File: src/logic/uart_regs_pkg.sv
`default_nettype none

package uart_regs_pkg;

    // ******************************
    // Widths
    // ******************************
    localparam int UART_DATA_W     = 32;
    localparam int UART_ADR_W      = 5;
    localparam int UART_SEL_W      = 4;
    localparam int UART_FIFO_AW    = 2;
    // One extra bit for the wrap flag
    localparam int UART_FIFO_CNT_W = UART_FIFO_AW + 1;
    localparam int UART_INT_W      = 3;

    // Register offsets, word aligned
    localparam logic [UART_ADR_W-1:0] REG_INTF   = 5'h00;
    localparam logic [UART_ADR_W-1:0] REG_INTC   = 5'h04;
    localparam logic [UART_ADR_W-1:0] REG_MODE   = 5'h08;
    localparam logic [UART_ADR_W-1:0] REG_STATUS = 5'h0C;
    localparam logic [UART_ADR_W-1:0] REG_RXBUF  = 5'h10;
    localparam logic [UART_ADR_W-1:0] REG_TXBUF  = 5'h14;

    // Interrupt bits, shared by INTF, INTC and int_o
    localparam int INT_TX = 0;
    localparam int INT_RX = 1;
    localparam int INT_ER = 2;

    // MODE fields
    localparam int MODE_BRG_LSB    = 16;
    localparam int MODE_TXISEL_LSB = 12;
    localparam int MODE_RXISEL_LSB = 8;
    localparam int MODE_ENABLE_BIT = 7;

    // STATUS fields
    localparam int STS_TBC_LSB = 24;
    localparam int STS_RBC_LSB = 16;
    localparam int STS_TBE     = 15;
    localparam int STS_RBE     = 14;
    localparam int STS_TBF     = 13;
    localparam int STS_RBF     = 12;
    localparam int STS_TRMT    = 6;
    localparam int STS_TXBF    = 5;
    localparam int STS_RIDLE   = 4;
    localparam int STS_PERR    = 3;
    localparam int STS_FERR    = 2;
    localparam int STS_OERR    = 1;
    localparam int STS_RXDA    = 0;

    // ******************************
    // Payload and field types
    // ******************************
    typedef logic [7:0] uart_byte_t;

    // Received character with its line errors
    typedef struct packed {
        logic       ferr;
        logic       perr;
        uart_byte_t data;
    } uart_rx_entry_t;

    typedef logic [15:0]                uart_brg_t;
    typedef logic [1:0]                 uart_isel_t;
    typedef logic [UART_DATA_W-1:0]     uart_word_t;
    typedef logic [UART_FIFO_CNT_W-1:0] uart_cnt_t;

endpackage

`default_nettype wire

File: src/logic/uart_fifo.sv
`default_nettype none

module uart_fifo import uart_regs_pkg::*; #(
    parameter type payload_t = uart_byte_t
) (
    input  wire       clk,
    input  wire       rst_n,
    input  wire       push_i,
    input  payload_t  push_data_i,
    input  wire       pop_i,
    output payload_t  head_o,
    output uart_cnt_t count_o,
    output logic      empty_o,
    output logic      full_o
);

    // Storage, no reset on payload
    payload_t  mem [1 << UART_FIFO_AW];

    // Pointers carry a wrap bit above the index
    uart_cnt_t wr_ptr;
    uart_cnt_t rd_ptr;

    logic [UART_FIFO_AW-1:0] wr_idx;
    logic [UART_FIFO_AW-1:0] rd_idx;

    assign wr_idx = wr_ptr[UART_FIFO_AW-1:0];
    assign rd_idx = rd_ptr[UART_FIFO_AW-1:0];

    always_ff @(posedge clk or negedge rst_n) begin
        if (!rst_n) begin
            wr_ptr <= '0;
            rd_ptr <= '0;
        end else begin
            if (push_i) begin
                wr_ptr <= wr_ptr + 1'b1;
            end
            if (pop_i) begin
                rd_ptr <= rd_ptr + 1'b1;
            end
        end
    end

    always_ff @(posedge clk) begin
        if (push_i) begin
            mem[wr_idx] <= push_data_i;
        end
    end

    // Same index, wrap bits tell full from empty
    assign empty_o = (wr_ptr == rd_ptr);
    assign full_o  = (wr_ptr[UART_FIFO_AW] != rd_ptr[UART_FIFO_AW]) && (wr_idx == rd_idx);
    assign count_o = wr_ptr - rd_ptr;
    // Head shown without a read cycle
    assign head_o  = mem[rd_idx];

endmodule

`default_nettype wire

File: src/logic/uart_wb_slave.sv
`default_nettype none

module uart_wb_slave import uart_regs_pkg::*; (
    input  wire                   clk,
    input  wire                   rst_n,
    // Wishbone classic slave
    input  wire                   cyc_i,
    input  wire                   stb_i,
    input  wire                   we_i,
    input  wire  [UART_ADR_W-1:0] adr_i,
    input  uart_word_t            dat_i,
    input  wire  [UART_SEL_W-1:0] sel_i,
    output logic                  ack_o,
    output uart_word_t            dat_o,
    // Read sources
    input  uart_word_t            intf_i,
    input  uart_word_t            intc_i,
    input  uart_word_t            mode_i,
    input  uart_word_t            status_i,
    input  uart_word_t            rxbuf_i,
    // FIFO guards
    input  wire                   tx_full_i,
    input  wire                   rx_empty_i,
    // Register strobes
    output uart_word_t            wr_dat_o,
    output logic [UART_SEL_W-1:0] wr_sel_o,
    output logic                  intf_we_o,
    output logic                  intc_we_o,
    output logic                  mode_we_o,
    output logic                  txbuf_we_o,
    output logic                  rxbuf_re_o
);

    logic       accept;
    logic       wr_acc;
    logic       rd_acc;
    uart_word_t rd_word;

    // New cycle only while no ack is out, so one ack per access
    assign accept = cyc_i & stb_i & ~ack_o;
    assign wr_acc = accept & we_i;
    assign rd_acc = accept & ~we_i;

    // Strobes land on the edge that raises ack
    assign intf_we_o  = wr_acc & (adr_i == REG_INTF);
    assign intc_we_o  = wr_acc & (adr_i == REG_INTC);
    assign mode_we_o  = wr_acc & (adr_i == REG_MODE);
    // Full FIFO drops the write
    assign txbuf_we_o = wr_acc & (adr_i == REG_TXBUF) & ~tx_full_i;
    // Empty FIFO keeps the stale head, no pop
    assign rxbuf_re_o = rd_acc & (adr_i == REG_RXBUF) & ~rx_empty_i;

    assign wr_dat_o = dat_i;
    assign wr_sel_o = sel_i;

    // Read mux, TXBUF and holes read zero
    always_comb begin
        case (adr_i)
            REG_INTF:   rd_word = intf_i;
            REG_INTC:   rd_word = intc_i;
            REG_MODE:   rd_word = mode_i;
            REG_STATUS: rd_word = status_i;
            REG_RXBUF:  rd_word = rxbuf_i;
            default:    rd_word = '0;
        endcase
    end

    // Single cycle acknowledge
    always_ff @(posedge clk or negedge rst_n) begin
        if (!rst_n) begin
            ack_o <= 1'b0;
        end else begin
            ack_o <= accept;
        end
    end

    // Read data valid together with ack
    always_ff @(posedge clk) begin
        if (rd_acc) begin
            dat_o <= rd_word;
        end
    end

endmodule

`default_nettype wire

File: src/logic/uart_irq_ctrl.sv
`default_nettype none

module uart_irq_ctrl import uart_regs_pkg::*; (
    input  wire                   clk,
    input  wire                   rst_n,
    // Register writes
    input  wire                   intf_we_i,
    input  wire                   intc_we_i,
    input  uart_word_t            wr_dat_i,
    input  wire  [UART_SEL_W-1:0] wr_sel_i,
    // Trigger selects from MODE
    input  uart_isel_t            txisel_i,
    input  uart_isel_t            rxisel_i,
    // Events
    input  wire                   tsr_empty_i,
    input  wire                   tsr_push_i,
    input  wire                   tx_empty_i,
    input  wire                   rsr_pull_i,
    input  uart_cnt_t             rx_count_i,
    input  wire                   ferr_i,
    input  wire                   perr_i,
    // Outputs
    output uart_word_t            intf_o,
    output uart_word_t            intc_o,
    output logic [UART_INT_W-1:0] int_o
);

    logic [UART_INT_W-1:0] flags;
    logic [UART_INT_W-1:0] enables;
    logic [UART_INT_W-1:0] flag_set;
    logic [UART_INT_W-1:0] flag_clr;
    logic                  tsr_empty_d;
    logic                  tx_empty_d;

    // Edge detect history, idle means both high
    always_ff @(posedge clk or negedge rst_n) begin
        if (!rst_n) begin
            tsr_empty_d <= 1'b1;
            tx_empty_d  <= 1'b1;
        end else begin
            tsr_empty_d <= tsr_empty_i;
            tx_empty_d  <= tx_empty_i;
        end
    end

    // ******************************
    // Set conditions
    // ******************************
    always_comb begin
        flag_set         = '0;
        flag_set[INT_ER] = rsr_pull_i & (ferr_i | perr_i);
        // Count is sampled before the new byte goes in
        case (rxisel_i)
            2'd2:    flag_set[INT_RX] = rsr_pull_i & (rx_count_i == uart_cnt_t'(2));
            2'd3:    flag_set[INT_RX] = rsr_pull_i & (rx_count_i == uart_cnt_t'(3));
            default: flag_set[INT_RX] = rsr_pull_i;
        endcase
        case (txisel_i)
            2'd1:    flag_set[INT_TX] = tsr_empty_i & ~tsr_empty_d & tx_empty_i;
            2'd2:    flag_set[INT_TX] = tx_empty_i & ~tx_empty_d;
            default: flag_set[INT_TX] = tsr_push_i;
        endcase
    end

    // W1C, all flags live in byte 0
    assign flag_clr = (intf_we_i & wr_sel_i[0]) ? wr_dat_i[UART_INT_W-1:0] : '0;

    always_ff @(posedge clk or negedge rst_n) begin
        if (!rst_n) begin
            flags   <= '0;
            enables <= '0;
        end else begin
            // Set beats a clear in the same cycle
            flags <= (flags & ~flag_clr) | flag_set;
            if (intc_we_i && wr_sel_i[0]) begin
                enables <= wr_dat_i[UART_INT_W-1:0];
            end
        end
    end

    assign intf_o = {{(UART_DATA_W-UART_INT_W){1'b0}}, flags};
    assign intc_o = {{(UART_DATA_W-UART_INT_W){1'b0}}, enables};
    assign int_o  = flags & enables;

endmodule

`default_nettype wire

File: src/logic/uart_line_ctrl.sv
`default_nettype none

module uart_line_ctrl import uart_regs_pkg::*; (
    input  wire                   clk,
    input  wire                   rst_n,
    // MODE write
    input  wire                   mode_we_i,
    input  uart_word_t            wr_dat_i,
    input  wire  [UART_SEL_W-1:0] wr_sel_i,
    // MODE fields
    output uart_word_t            mode_o,
    output uart_isel_t            txisel_o,
    output uart_isel_t            rxisel_o,
    output logic                  enable_o,
    output logic                  brg_sample_o,
    // Shift register side and FIFO flags
    input  wire                   tsr_empty_i,
    input  wire                   tx_empty_i,
    input  wire                   rsr_full_i,
    input  wire                   rx_full_i,
    input  wire                   rx_empty_i,
    output logic                  tsr_push_o,
    output logic                  rsr_pull_o,
    output logic                  oerr_o
);

    uart_brg_t  brg;
    uart_brg_t  brg_cnt;
    uart_isel_t txisel;
    uart_isel_t rxisel;
    logic       enable;

    // ******************************
    // MODE register
    // ******************************
    always_ff @(posedge clk or negedge rst_n) begin
        if (!rst_n) begin
            brg    <= '0;
            txisel <= '0;
            rxisel <= '0;
            enable <= 1'b0;
        end else if (mode_we_i) begin
            // BRG spans bytes 2 and 3
            if (wr_sel_i[2]) begin
                brg[7:0] <= wr_dat_i[23:16];
            end
            if (wr_sel_i[3]) begin
                brg[15:8] <= wr_dat_i[31:24];
            end
            // Both selects in byte 1
            if (wr_sel_i[1]) begin
                txisel <= wr_dat_i[MODE_TXISEL_LSB +: 2];
                rxisel <= wr_dat_i[MODE_RXISEL_LSB +: 2];
            end
            if (wr_sel_i[0]) begin
                enable <= wr_dat_i[MODE_ENABLE_BIT];
            end
        end
    end

    // Reserved bits stay zero
    always_comb begin
        mode_o                          = '0;
        mode_o[MODE_BRG_LSB +: 16]      = brg;
        mode_o[MODE_TXISEL_LSB +: 2]    = txisel;
        mode_o[MODE_RXISEL_LSB +: 2]    = rxisel;
        mode_o[MODE_ENABLE_BIT]         = enable;
    end

    assign txisel_o = txisel;
    assign rxisel_o = rxisel;
    assign enable_o = enable;

    // Baud counter, tick at zero then reload, N+1 period
    assign brg_sample_o = (brg_cnt == '0);

    always_ff @(posedge clk or negedge rst_n) begin
        if (!rst_n) begin
            brg_cnt <= '0;
        end else if (brg_sample_o) begin
            brg_cnt <= brg;
        end else begin
            brg_cnt <= brg_cnt - 1'b1;
        end
    end

    // Level handshakes, byte moves on the edge
    assign tsr_push_o = tsr_empty_i & ~tx_empty_i;
    // Held low on a full FIFO as back-pressure
    assign rsr_pull_o = rsr_full_i & ~rx_full_i;

    // Overrun sticks until software drains the FIFO
    always_ff @(posedge clk or negedge rst_n) begin
        if (!rst_n) begin
            oerr_o <= 1'b0;
        end else if (rsr_full_i && rx_full_i) begin
            oerr_o <= 1'b1;
        end else if (rx_empty_i) begin
            oerr_o <= 1'b0;
        end
    end

endmodule

`default_nettype wire

File: src/logic/uart_regs.sv
`default_nettype none

module uart_regs import uart_regs_pkg::*; (
    input  wire                   clk,
    input  wire                   rst_n,
    // Wishbone
    input  wire                   wb_cyc_i,
    input  wire                   wb_stb_i,
    input  wire                   wb_we_i,
    input  wire  [UART_ADR_W-1:0] wb_adr_i,
    input  uart_word_t            wb_dat_i,
    input  wire  [UART_SEL_W-1:0] wb_sel_i,
    output logic                  wb_ack_o,
    output uart_word_t            wb_dat_o,
    output logic [UART_INT_W-1:0] int_o,
    // Transmit shift register
    input  wire                   tsr_empty_i,
    output logic                  tsr_push_o,
    output uart_byte_t            tsr_byte_o,
    // Receive shift register
    input  wire                   rsr_empty_i,
    input  wire                   rsr_full_i,
    input  uart_byte_t            rsr_byte_i,
    input  wire                   ferr_i,
    input  wire                   perr_i,
    output logic                  rsr_pull_o,
    // Line control
    output logic                  enable_o,
    output logic                  brg_sample_o
);

    uart_word_t            intf_word, intc_word, mode_word, status_word, rxbuf_word;
    uart_word_t            wr_dat;
    logic [UART_SEL_W-1:0] wr_sel;
    logic                  intf_we, intc_we, mode_we, txbuf_we, rxbuf_re;
    logic                  tx_empty, tx_full, rx_empty, rx_full, oerr;
    uart_cnt_t             tx_count, rx_count;
    uart_isel_t            txisel, rxisel;
    uart_rx_entry_t        rx_in, rx_head;

    uart_wb_slave u_wb_slave (
        .clk(clk), .rst_n(rst_n),
        .cyc_i(wb_cyc_i), .stb_i(wb_stb_i), .we_i(wb_we_i), .adr_i(wb_adr_i),
        .dat_i(wb_dat_i), .sel_i(wb_sel_i), .ack_o(wb_ack_o), .dat_o(wb_dat_o),
        .intf_i(intf_word), .intc_i(intc_word), .mode_i(mode_word),
        .status_i(status_word), .rxbuf_i(rxbuf_word),
        .tx_full_i(tx_full), .rx_empty_i(rx_empty),
        .wr_dat_o(wr_dat), .wr_sel_o(wr_sel),
        .intf_we_o(intf_we), .intc_we_o(intc_we), .mode_we_o(mode_we),
        .txbuf_we_o(txbuf_we), .rxbuf_re_o(rxbuf_re)
    );

    // TX side, bus in and shift register out
    uart_fifo #(.payload_t(uart_byte_t)) tx_fifo (
        .clk(clk), .rst_n(rst_n),
        .push_i(txbuf_we), .push_data_i(wr_dat[7:0]), .pop_i(tsr_push_o),
        .head_o(tsr_byte_o), .count_o(tx_count), .empty_o(tx_empty), .full_o(tx_full)
    );

    // RX side keeps the error bits with each byte
    assign rx_in = '{ferr: ferr_i, perr: perr_i, data: rsr_byte_i};

    uart_fifo #(.payload_t(uart_rx_entry_t)) rx_fifo (
        .clk(clk), .rst_n(rst_n),
        .push_i(rsr_pull_o), .push_data_i(rx_in), .pop_i(rxbuf_re),
        .head_o(rx_head), .count_o(rx_count), .empty_o(rx_empty), .full_o(rx_full)
    );

    uart_irq_ctrl u_irq_ctrl (
        .clk(clk), .rst_n(rst_n),
        .intf_we_i(intf_we), .intc_we_i(intc_we), .wr_dat_i(wr_dat), .wr_sel_i(wr_sel),
        .txisel_i(txisel), .rxisel_i(rxisel),
        .tsr_empty_i(tsr_empty_i), .tsr_push_i(tsr_push_o), .tx_empty_i(tx_empty),
        .rsr_pull_i(rsr_pull_o), .rx_count_i(rx_count), .ferr_i(ferr_i), .perr_i(perr_i),
        .intf_o(intf_word), .intc_o(intc_word), .int_o(int_o)
    );

    uart_line_ctrl u_line_ctrl (
        .clk(clk), .rst_n(rst_n),
        .mode_we_i(mode_we), .wr_dat_i(wr_dat), .wr_sel_i(wr_sel),
        .mode_o(mode_word), .txisel_o(txisel), .rxisel_o(rxisel),
        .enable_o(enable_o), .brg_sample_o(brg_sample_o),
        .tsr_empty_i(tsr_empty_i), .tx_empty_i(tx_empty), .rsr_full_i(rsr_full_i),
        .rx_full_i(rx_full), .rx_empty_i(rx_empty),
        .tsr_push_o(tsr_push_o), .rsr_pull_o(rsr_pull_o), .oerr_o(oerr)
    );

    // ******************************
    // STATUS and RXBUF words
    // ******************************
    always_comb begin
        status_word                              = '0;
        status_word[STS_TBC_LSB +: $bits(uart_byte_t)] = uart_byte_t'(tx_count);
        status_word[STS_RBC_LSB +: $bits(uart_byte_t)] = uart_byte_t'(rx_count);
        status_word[STS_TBE]   = tx_empty;
        status_word[STS_RBE]   = rx_empty;
        status_word[STS_TBF]   = tx_full;
        status_word[STS_RBF]   = rx_full;
        // Whole transmit path idle
        status_word[STS_TRMT]  = tsr_empty_i & tx_empty;
        status_word[STS_TXBF]  = tx_full;
        status_word[STS_RIDLE] = rsr_empty_i;
        // Errors of the byte at the head
        status_word[STS_PERR]  = rx_head.perr;
        status_word[STS_FERR]  = rx_head.ferr;
        status_word[STS_OERR]  = oerr;
        status_word[STS_RXDA]  = ~rx_empty;
    end

    assign rxbuf_word = {{(UART_DATA_W-$bits(uart_byte_t)){1'b0}}, rx_head.data};

endmodule

`default_nettype wire

File: config.mk
export PLATFORM = sky130hd
export DESIGN_NAME = uart_regs
export DESIGN_NICKNAME = d
export VERILOG_FILES = /design/src/logic/uart_regs_pkg.sv /design/src/logic/uart_fifo.sv /design/src/logic/uart_wb_slave.sv /design/src/logic/uart_irq_ctrl.sv /design/src/logic/uart_line_ctrl.sv /design/src/logic/uart_regs.sv
export SDC_FILE = /design/constraint.sdc
export NUM_CORES = 1
export LEC_CHECK = 0
export BUFFER_PORTS_ARGS = -buffer_cell sky130_fd_sc_hd__buf_2
export CORE_UTILIZATION = 30
export CTS_CLUSTER_SIZE = 12
export DETAILED_ROUTE_END_ITERATION = 16
export SLEW_MARGIN = 30
export SYNTH_ARGS = -nofsm -noshare
export SYNTH_HDL_FRONTEND = slang
export SYNTH_SLANG_ARGS = --single-unit
File: constraint.sdc
create_clock -name clk -period 4.5 [get_ports clk]
set_input_delay 0 -clock clk [delete_from_list [all_inputs] [get_ports clk]]
set_output_delay 0 -clock clk [all_outputs]
set_load 0.02 [all_outputs]
Yosys cells after proc, flatten, opt, wreduce, memory -nomap -nowiden
Memories as Yosys holds them, arrays and structs flattened. Index checks and enable logic that the tools add are counted.

Add/sub/neg operators: 7. Eq/ne operators: 17. Muxes and demuxes: 11. Bitwise gates (word level): 34. Reduce and logical (&&, ||, !) cells: 11.

Operator list (count): $pmux W32 S5 (1); $and A1 B1 Y1 (21); $logic_not A16 Y1 (1); $mux W16 (1); $sub A16 B1 Y16 const B (1); $add A3 B1 Y3 const B (4); $eq A5 B4 Y1 const B (2); $eq A5 B5 Y1 const B (2); $not A1 Y1 (8); $reduce_and A2 Y1 (4); $and A3 B3 Y3 (2); $eq A2 B2 Y1 const B (3); $eq A3 B2 Y1 const B (2); $eq A3 B3 Y1 (2); $mux W1 (6); $sub A3 B3 Y3 (2); $eq A5 B3 Y1 const B (1); $logic_not A5 Y1 (1); $eq A2 B2 Y1 (2); $logic_and A1 B1 Y1 (4); $pmux W1 S2 (2); $mux W3 (1); $not A3 Y3 (1); $or A3 B3 Y3 (1); 4 further kinds (5).

Register bits after elaboration: 91. Bits in writable memories: 72. Input port bits: 59. Word-level logic and storage cells: 99. Memories kept: 2.

Memories: rx_fifo.mem (depth 4, width 10, rd ports 1, clocked after Yosys merged registers in 0, wr ports 1, line uart_fifo.sv:18) `payload_t mem [1 << UART_FIFO_AW];`; tx_fifo.mem (depth 4, width 8, rd ports 1, clocked after Yosys merged registers in 0, wr ports 1, line uart_fifo.sv:18).

Logic depth before layout (Yosys ltp)
Word-level depth: 9. Mapped depth: 8. Depth with buffers taken out: 7.

Modules after synthesis
From an unflattened synthesis, not the netlist that was laid out.

Cells, all modules: 659. Area total of the unflattened synthesis: 8871.0 um2.

By module, submodules not included: uart_wb_slave (times used 1, cells each 235, area an instance 2770.2 um2, sequential area each 985.9 um2); uart_line_ctrl (times used 1, cells each 161, area an instance 1885.6 um2, sequential area each 950.9 um2); uart_fifo (rx_fifo) (times used 1, cells each 89, area an instance 1835.5 um2, sequential area each 1351.3 um2); uart_fifo (tx_fifo) (times used 1, cells each 79, area an instance 1546.5 um2, sequential area each 1111.1 um2); uart_irq_ctrl (times used 1, cells each 92, area an instance 819.5 um2, sequential area each 202.7 um2); uart_regs (times used 1, cells each 3, area an instance 13.8 um2, sequential area each 0.0 um2).

Least setup slack after synthesis
No wires, ideal clock.

Kind: flip-flop to flip-flop. From: register u_wb_slave.ack_o. To: register rx_fifo.rd_ptr[1]. Setup time: 0.125 ns. Arrival time: 3.446 ns. Required time: 4.375 ns. Path slack: 0.929 ns. Stages on the path, launching flop included: 4. Buffers on the path: 0. Period minus slack after synthesis: 3.571 ns. Cell sequence: dfrtp_1 -> nor3_1 -> nand3_1 -> mux2_2.

Word-level cells in the longest chain between the ends: 5.

RTL lines: from (decl) (line uart_wb_slave.sv:13) `output logic ack_o,`; from (signal assigned) (line uart_wb_slave.sv:73) `ack_o <= accept;`; $not A1 Y1 (line uart_wb_slave.sv:40) `assign accept = cyc_i & stb_i & ~ack_o;`; $and A1 B1 Y1 (line uart_wb_slave.sv:40); $and A1 B1 Y1 (line uart_wb_slave.sv:42) `assign rd_acc = accept & ~we_i;`; $and A1 B1 Y1 (2 in a row) (line uart_wb_slave.sv:51) `assign rxbuf_re_o = rd_acc & (adr_i == REG_RXBUF) & ~rx_empty_i;`; to (signal assigned) (line uart_fifo.sv:39) `rd_ptr <= rd_ptr + 1'b1;`; to (decl) (line uart_fifo.sv:22) `uart_cnt_t rd_ptr;`.

Every way passes these cells. A chain may end at the register's enable or synchronous reset.

Final worst setup path
From: register tx_fifo.rd_ptr[0]. To: memory tx_fifo.mem[3][7] in the netlist's numbering (enable).

Word-level cells in the longest chain between the ends: 6.

RTL lines: from (decl) (line uart_fifo.sv:22); from (signal assigned) (line uart_fifo.sv:39); $eq A2 B2 Y1 (line uart_fifo.sv:52) `assign full_o = (wr_ptr[UART_FIFO_AW] != rd_ptr[UART_FIFO_AW]) && (wr_idx == rd_idx);`; $logic_and A1 B1 Y1 (line uart_fifo.sv:52); $not A1 Y1 (line uart_wb_slave.sv:49) `assign txbuf_we_o = wr_acc & (adr_i == REG_TXBUF) & ~tx_full_i;`; $and A1 B1 Y1 (line uart_wb_slave.sv:49); $mux W1 (line uart_fifo.sv:45) `if (push_i) begin`; $mux W1 (implied by the code) (line uart_fifo.sv:46) `mem[wr_idx] <= push_data_i;`; to (decl) (line uart_fifo.sv:18).

Every way passes these cells.

==> results.md <==
* CTS Buf Count at 17
* Sequential-to-total area share from yosys stat at roughly two thirds
* Crit. End Element: register
* Layout cells sized above 1 at 32.7%
* Final count of negative-setup-slack endpoints at 0
* Synth Register Bits at between 150 and 200
* CTS root buffer: clkbuf_16
* Dominant cell type by area after synthesis: edfxtp_1
* Crit-path leading delay family: flip-flops
* CTS tree: yes
* Port Buf Inserts at 100
* WS Path Type: reg -> reg
* Post-Route WL at 14800 µm
* P_leak at 3.52 nW
* Ys flop type: edfxtp_1
* # diodes at 0
* Worst-path fanout max at 11
* Period utilisation layout at between 60% and 70%
* Post-synth EDFFs at just over 100
* Syn_area_per_cell at 15.5 µm²
* Pin count of the biggest net entering global routing at 60
* Residual DRC count at 0
* Io pins at 107
* Post-synth ARST share at 36.6%
* Finished Layout Cells at 889
* Core area at 22100 µm²
* CP max-delay cell: dfrtp_1
* Gr ovfl total at 0
* Final hold violation count at 0
* CTS Hold Buffers Added at 44
* Worst path max stage delay at between 0.7 and 0.8 ns
* ANT nets after route at 0
* Clk_lat worst skew at 0.43 ns
* Startpoint types: register
* Post-Syn Area at 6830 µm²
* H-tree levels at 4
* Worst vdd ir at 225 µV
* DR iter-0 viols at 257
* GRT Overall Usage at 13.4%
* Placed Cells at around 810
* First-pass detailed-route iteration total at 4
* Die width at 153 µm
* Status: finished clean
* Initial antenna violation count at 0
* Max-slew violations at 0
* Slew @ Worst Pin at 0.843 ns
* Die Span Y at 153 µm
* Cts repair resizes at 0
* Starting Density at between 30% and 40%
* DR vias at 4107
* Synth top cells by count: 102 x edfxtp_1, 57 x dfrtp_1, 26 x mux2_2
* Pwr dens at 493 nW/µm²
* Global-route wire length before repair at about 24000 µm
* GP Congestion at 0.786
* CTS sink count at 161
* DR WL/cell at 16.6 µm
* Clock skew at 0.0105 ns
* Clock Path Buffers at 2
* Cell Chain, Critical Path: ha_1, and2_2, a2111oi_4, and2_1
* Worst Hold Class: in -> reg
* Worst EP required at 4.56 ns
* Hold slack at 0.0779 ns
* CP bufs+invs at 0
* Full die area at approximately 23000 µm²
* Top-count cell post-synth: edfxtp_1
* Synthesized instance count at 441
* Total of max-cap violations at 0
* Final Critical Period at between 2 and 3 ns
* Max-slew headroom at 43.6%
* Max Freq at about 0.37 GHz
* Reg clk slew, reported paths at 0.06 ns
* Critical Path AT at 2.80 ns
* Synthesis-to-finish area growth at 27.3%
* Warnings, synthesis at 0
* Unrepaired setup endpoints after global routing: false
* Post-CTS Setup Bufs at 0
* Synth top area share at between 40 and 50%
* Post-synth cell types at 56
* Vias in the first global route at 4460
* Total negative setup slack at 0 ns
* HPWL Detailed at between 10000 and 15000 µm
* Fillers at approximately 2000
* Total power at 0.00429 W
* Routed via count divided by cell count at approximately 4.6
* Final #Nets at ~670
* Row count at 54
* Synth top area cells: edfxtp_1 45%, dfrtp_1 21%, mux4_2 5.9%
routing by layer:
layer	track usage, %	vias up	routed length (µm)
met4	6.30	0	351
met1	15.7	2062	6330
met5	0	-	0
li1	-	1943	-
met2	23.5	80	7650
met3	2.75	22	443
layout make-up:
class	count	area [µm²]	area share (%)
clock inverter	14	170	1.96
inverter	18	70.1	0.805
tap	280	350	4.03
multi-input combinational	251	2180	25.0
clock buffer	18	429	4.93
timing repair buffer	147	963	11.1
sequential	161	4540	52.2
registers in the layout, summed over array words and instances, names as in the netlist, 16 cells and up:
name / flops
rx_fifo.mem: 40
u_line_ctrl.brg: 16
u_line_ctrl.brg_cnt: 16
tx_fifo.mem: 32
u_wb_slave.dat_o: 30
stage by stage:
step	instance area [µm²]	setup slack, ns	utilization (%)
final	8700	1.76	39.4
after global routing	8700	1.52	39.4
after CTS	8700	1.70	39.4
after detailed placement	7660	1.71	34.7
after global placement	7660	1.77	34.7
after floorplan	6840	0.929	-
path summary, 6_finish.rpt:
| path | from | slack [ns] | to | depth (start not counted) |
|---|---|---|---|---|
| worst max-delay path | tx_fifo.rd_ptr[0]$_DFFE_PN0P_ | 1.76 | tx_fifo.mem[3][7]$_DFFE_PP_ | 4 |
| worst min-delay path | wb_sel_i[1] | 0.08 | u_line_ctrl.rxisel_o[1]$_DFFE_PN0P_ | 3 |
| worst max register to register | tx_fifo.rd_ptr[0]$_DFFE_PN0P_ | 1.76 | tx_fifo.mem[3][7]$_DFFE_PP_ | 4 |
| worst min register to register | rx_fifo.rd_ptr[2]$_DFFE_PN0P_ | 0.49 | rx_fifo.rd_ptr[2]$_DFFE_PN0P_ | 1 |
| max in group asynchronous | rst_n | 3.69 | rx_fifo.rd_ptr[0]$_DFFE_PN0P_ | 3 |
| min in group asynchronous | rst_n | 0.29 | u_line_ctrl.brg[13]$_DFFE_PN0P_ | 3 |
cells by family (layout without fill, tap and decap cells):
logic type | after synthesis | in the layout | share of synthesized area, %
AOI/OAI and AO/OA | 49 | 49 | 5.07
muxes | 45 | 45 | 10.4
adders and majority gates | 19 | 19 | 3.70
other | 1 | 2 | 0.0549
and+or+nand+nor | 114 | 114 | 9.52
DFF | 161 | 161 | 66.5
buffers and inverters | 30 | 197 | 1.83
xor gates and xnor gates | 22 | 22 | 2.93
cells in the final DEF (no fill, tap or decap), drive strengths merged, types with 3 or more instances in the layout:
cell,n
and2,25
nand4b,3
xnor2,10
nor2,26
nand2,25
a22o,8
edfxtp,102
nor3,5
o21ai,14
a31oi,6
mux2,27
nand2b,3
or3,3
dfrtp,57
clkbuf,18
clkinv,3
buf,103
a222oi,3
mux4,18
dlygate4sd3,44
nand3,9
nor4,3
xor2,12
a21oi,12
inv,27
ha,17
power by group:
group	switching, W	total (W)	internal, W
combinational	0.000448	0.000861	0.000413
sequential	0.000192	0.00198	0.00179
clock	0.000614	0.00145	0.000839
total	0.00125	0.00429	0.00304
worst register-to-register path, cell delays in order (launching register included):
cell       delay [ns]
dfrtp_1          0.78
ha_1             0.36
and2_2           0.24
a2111oi_4        0.50
and2_1           0.50
No activity file was read; power rests on OpenSTA's default activity.
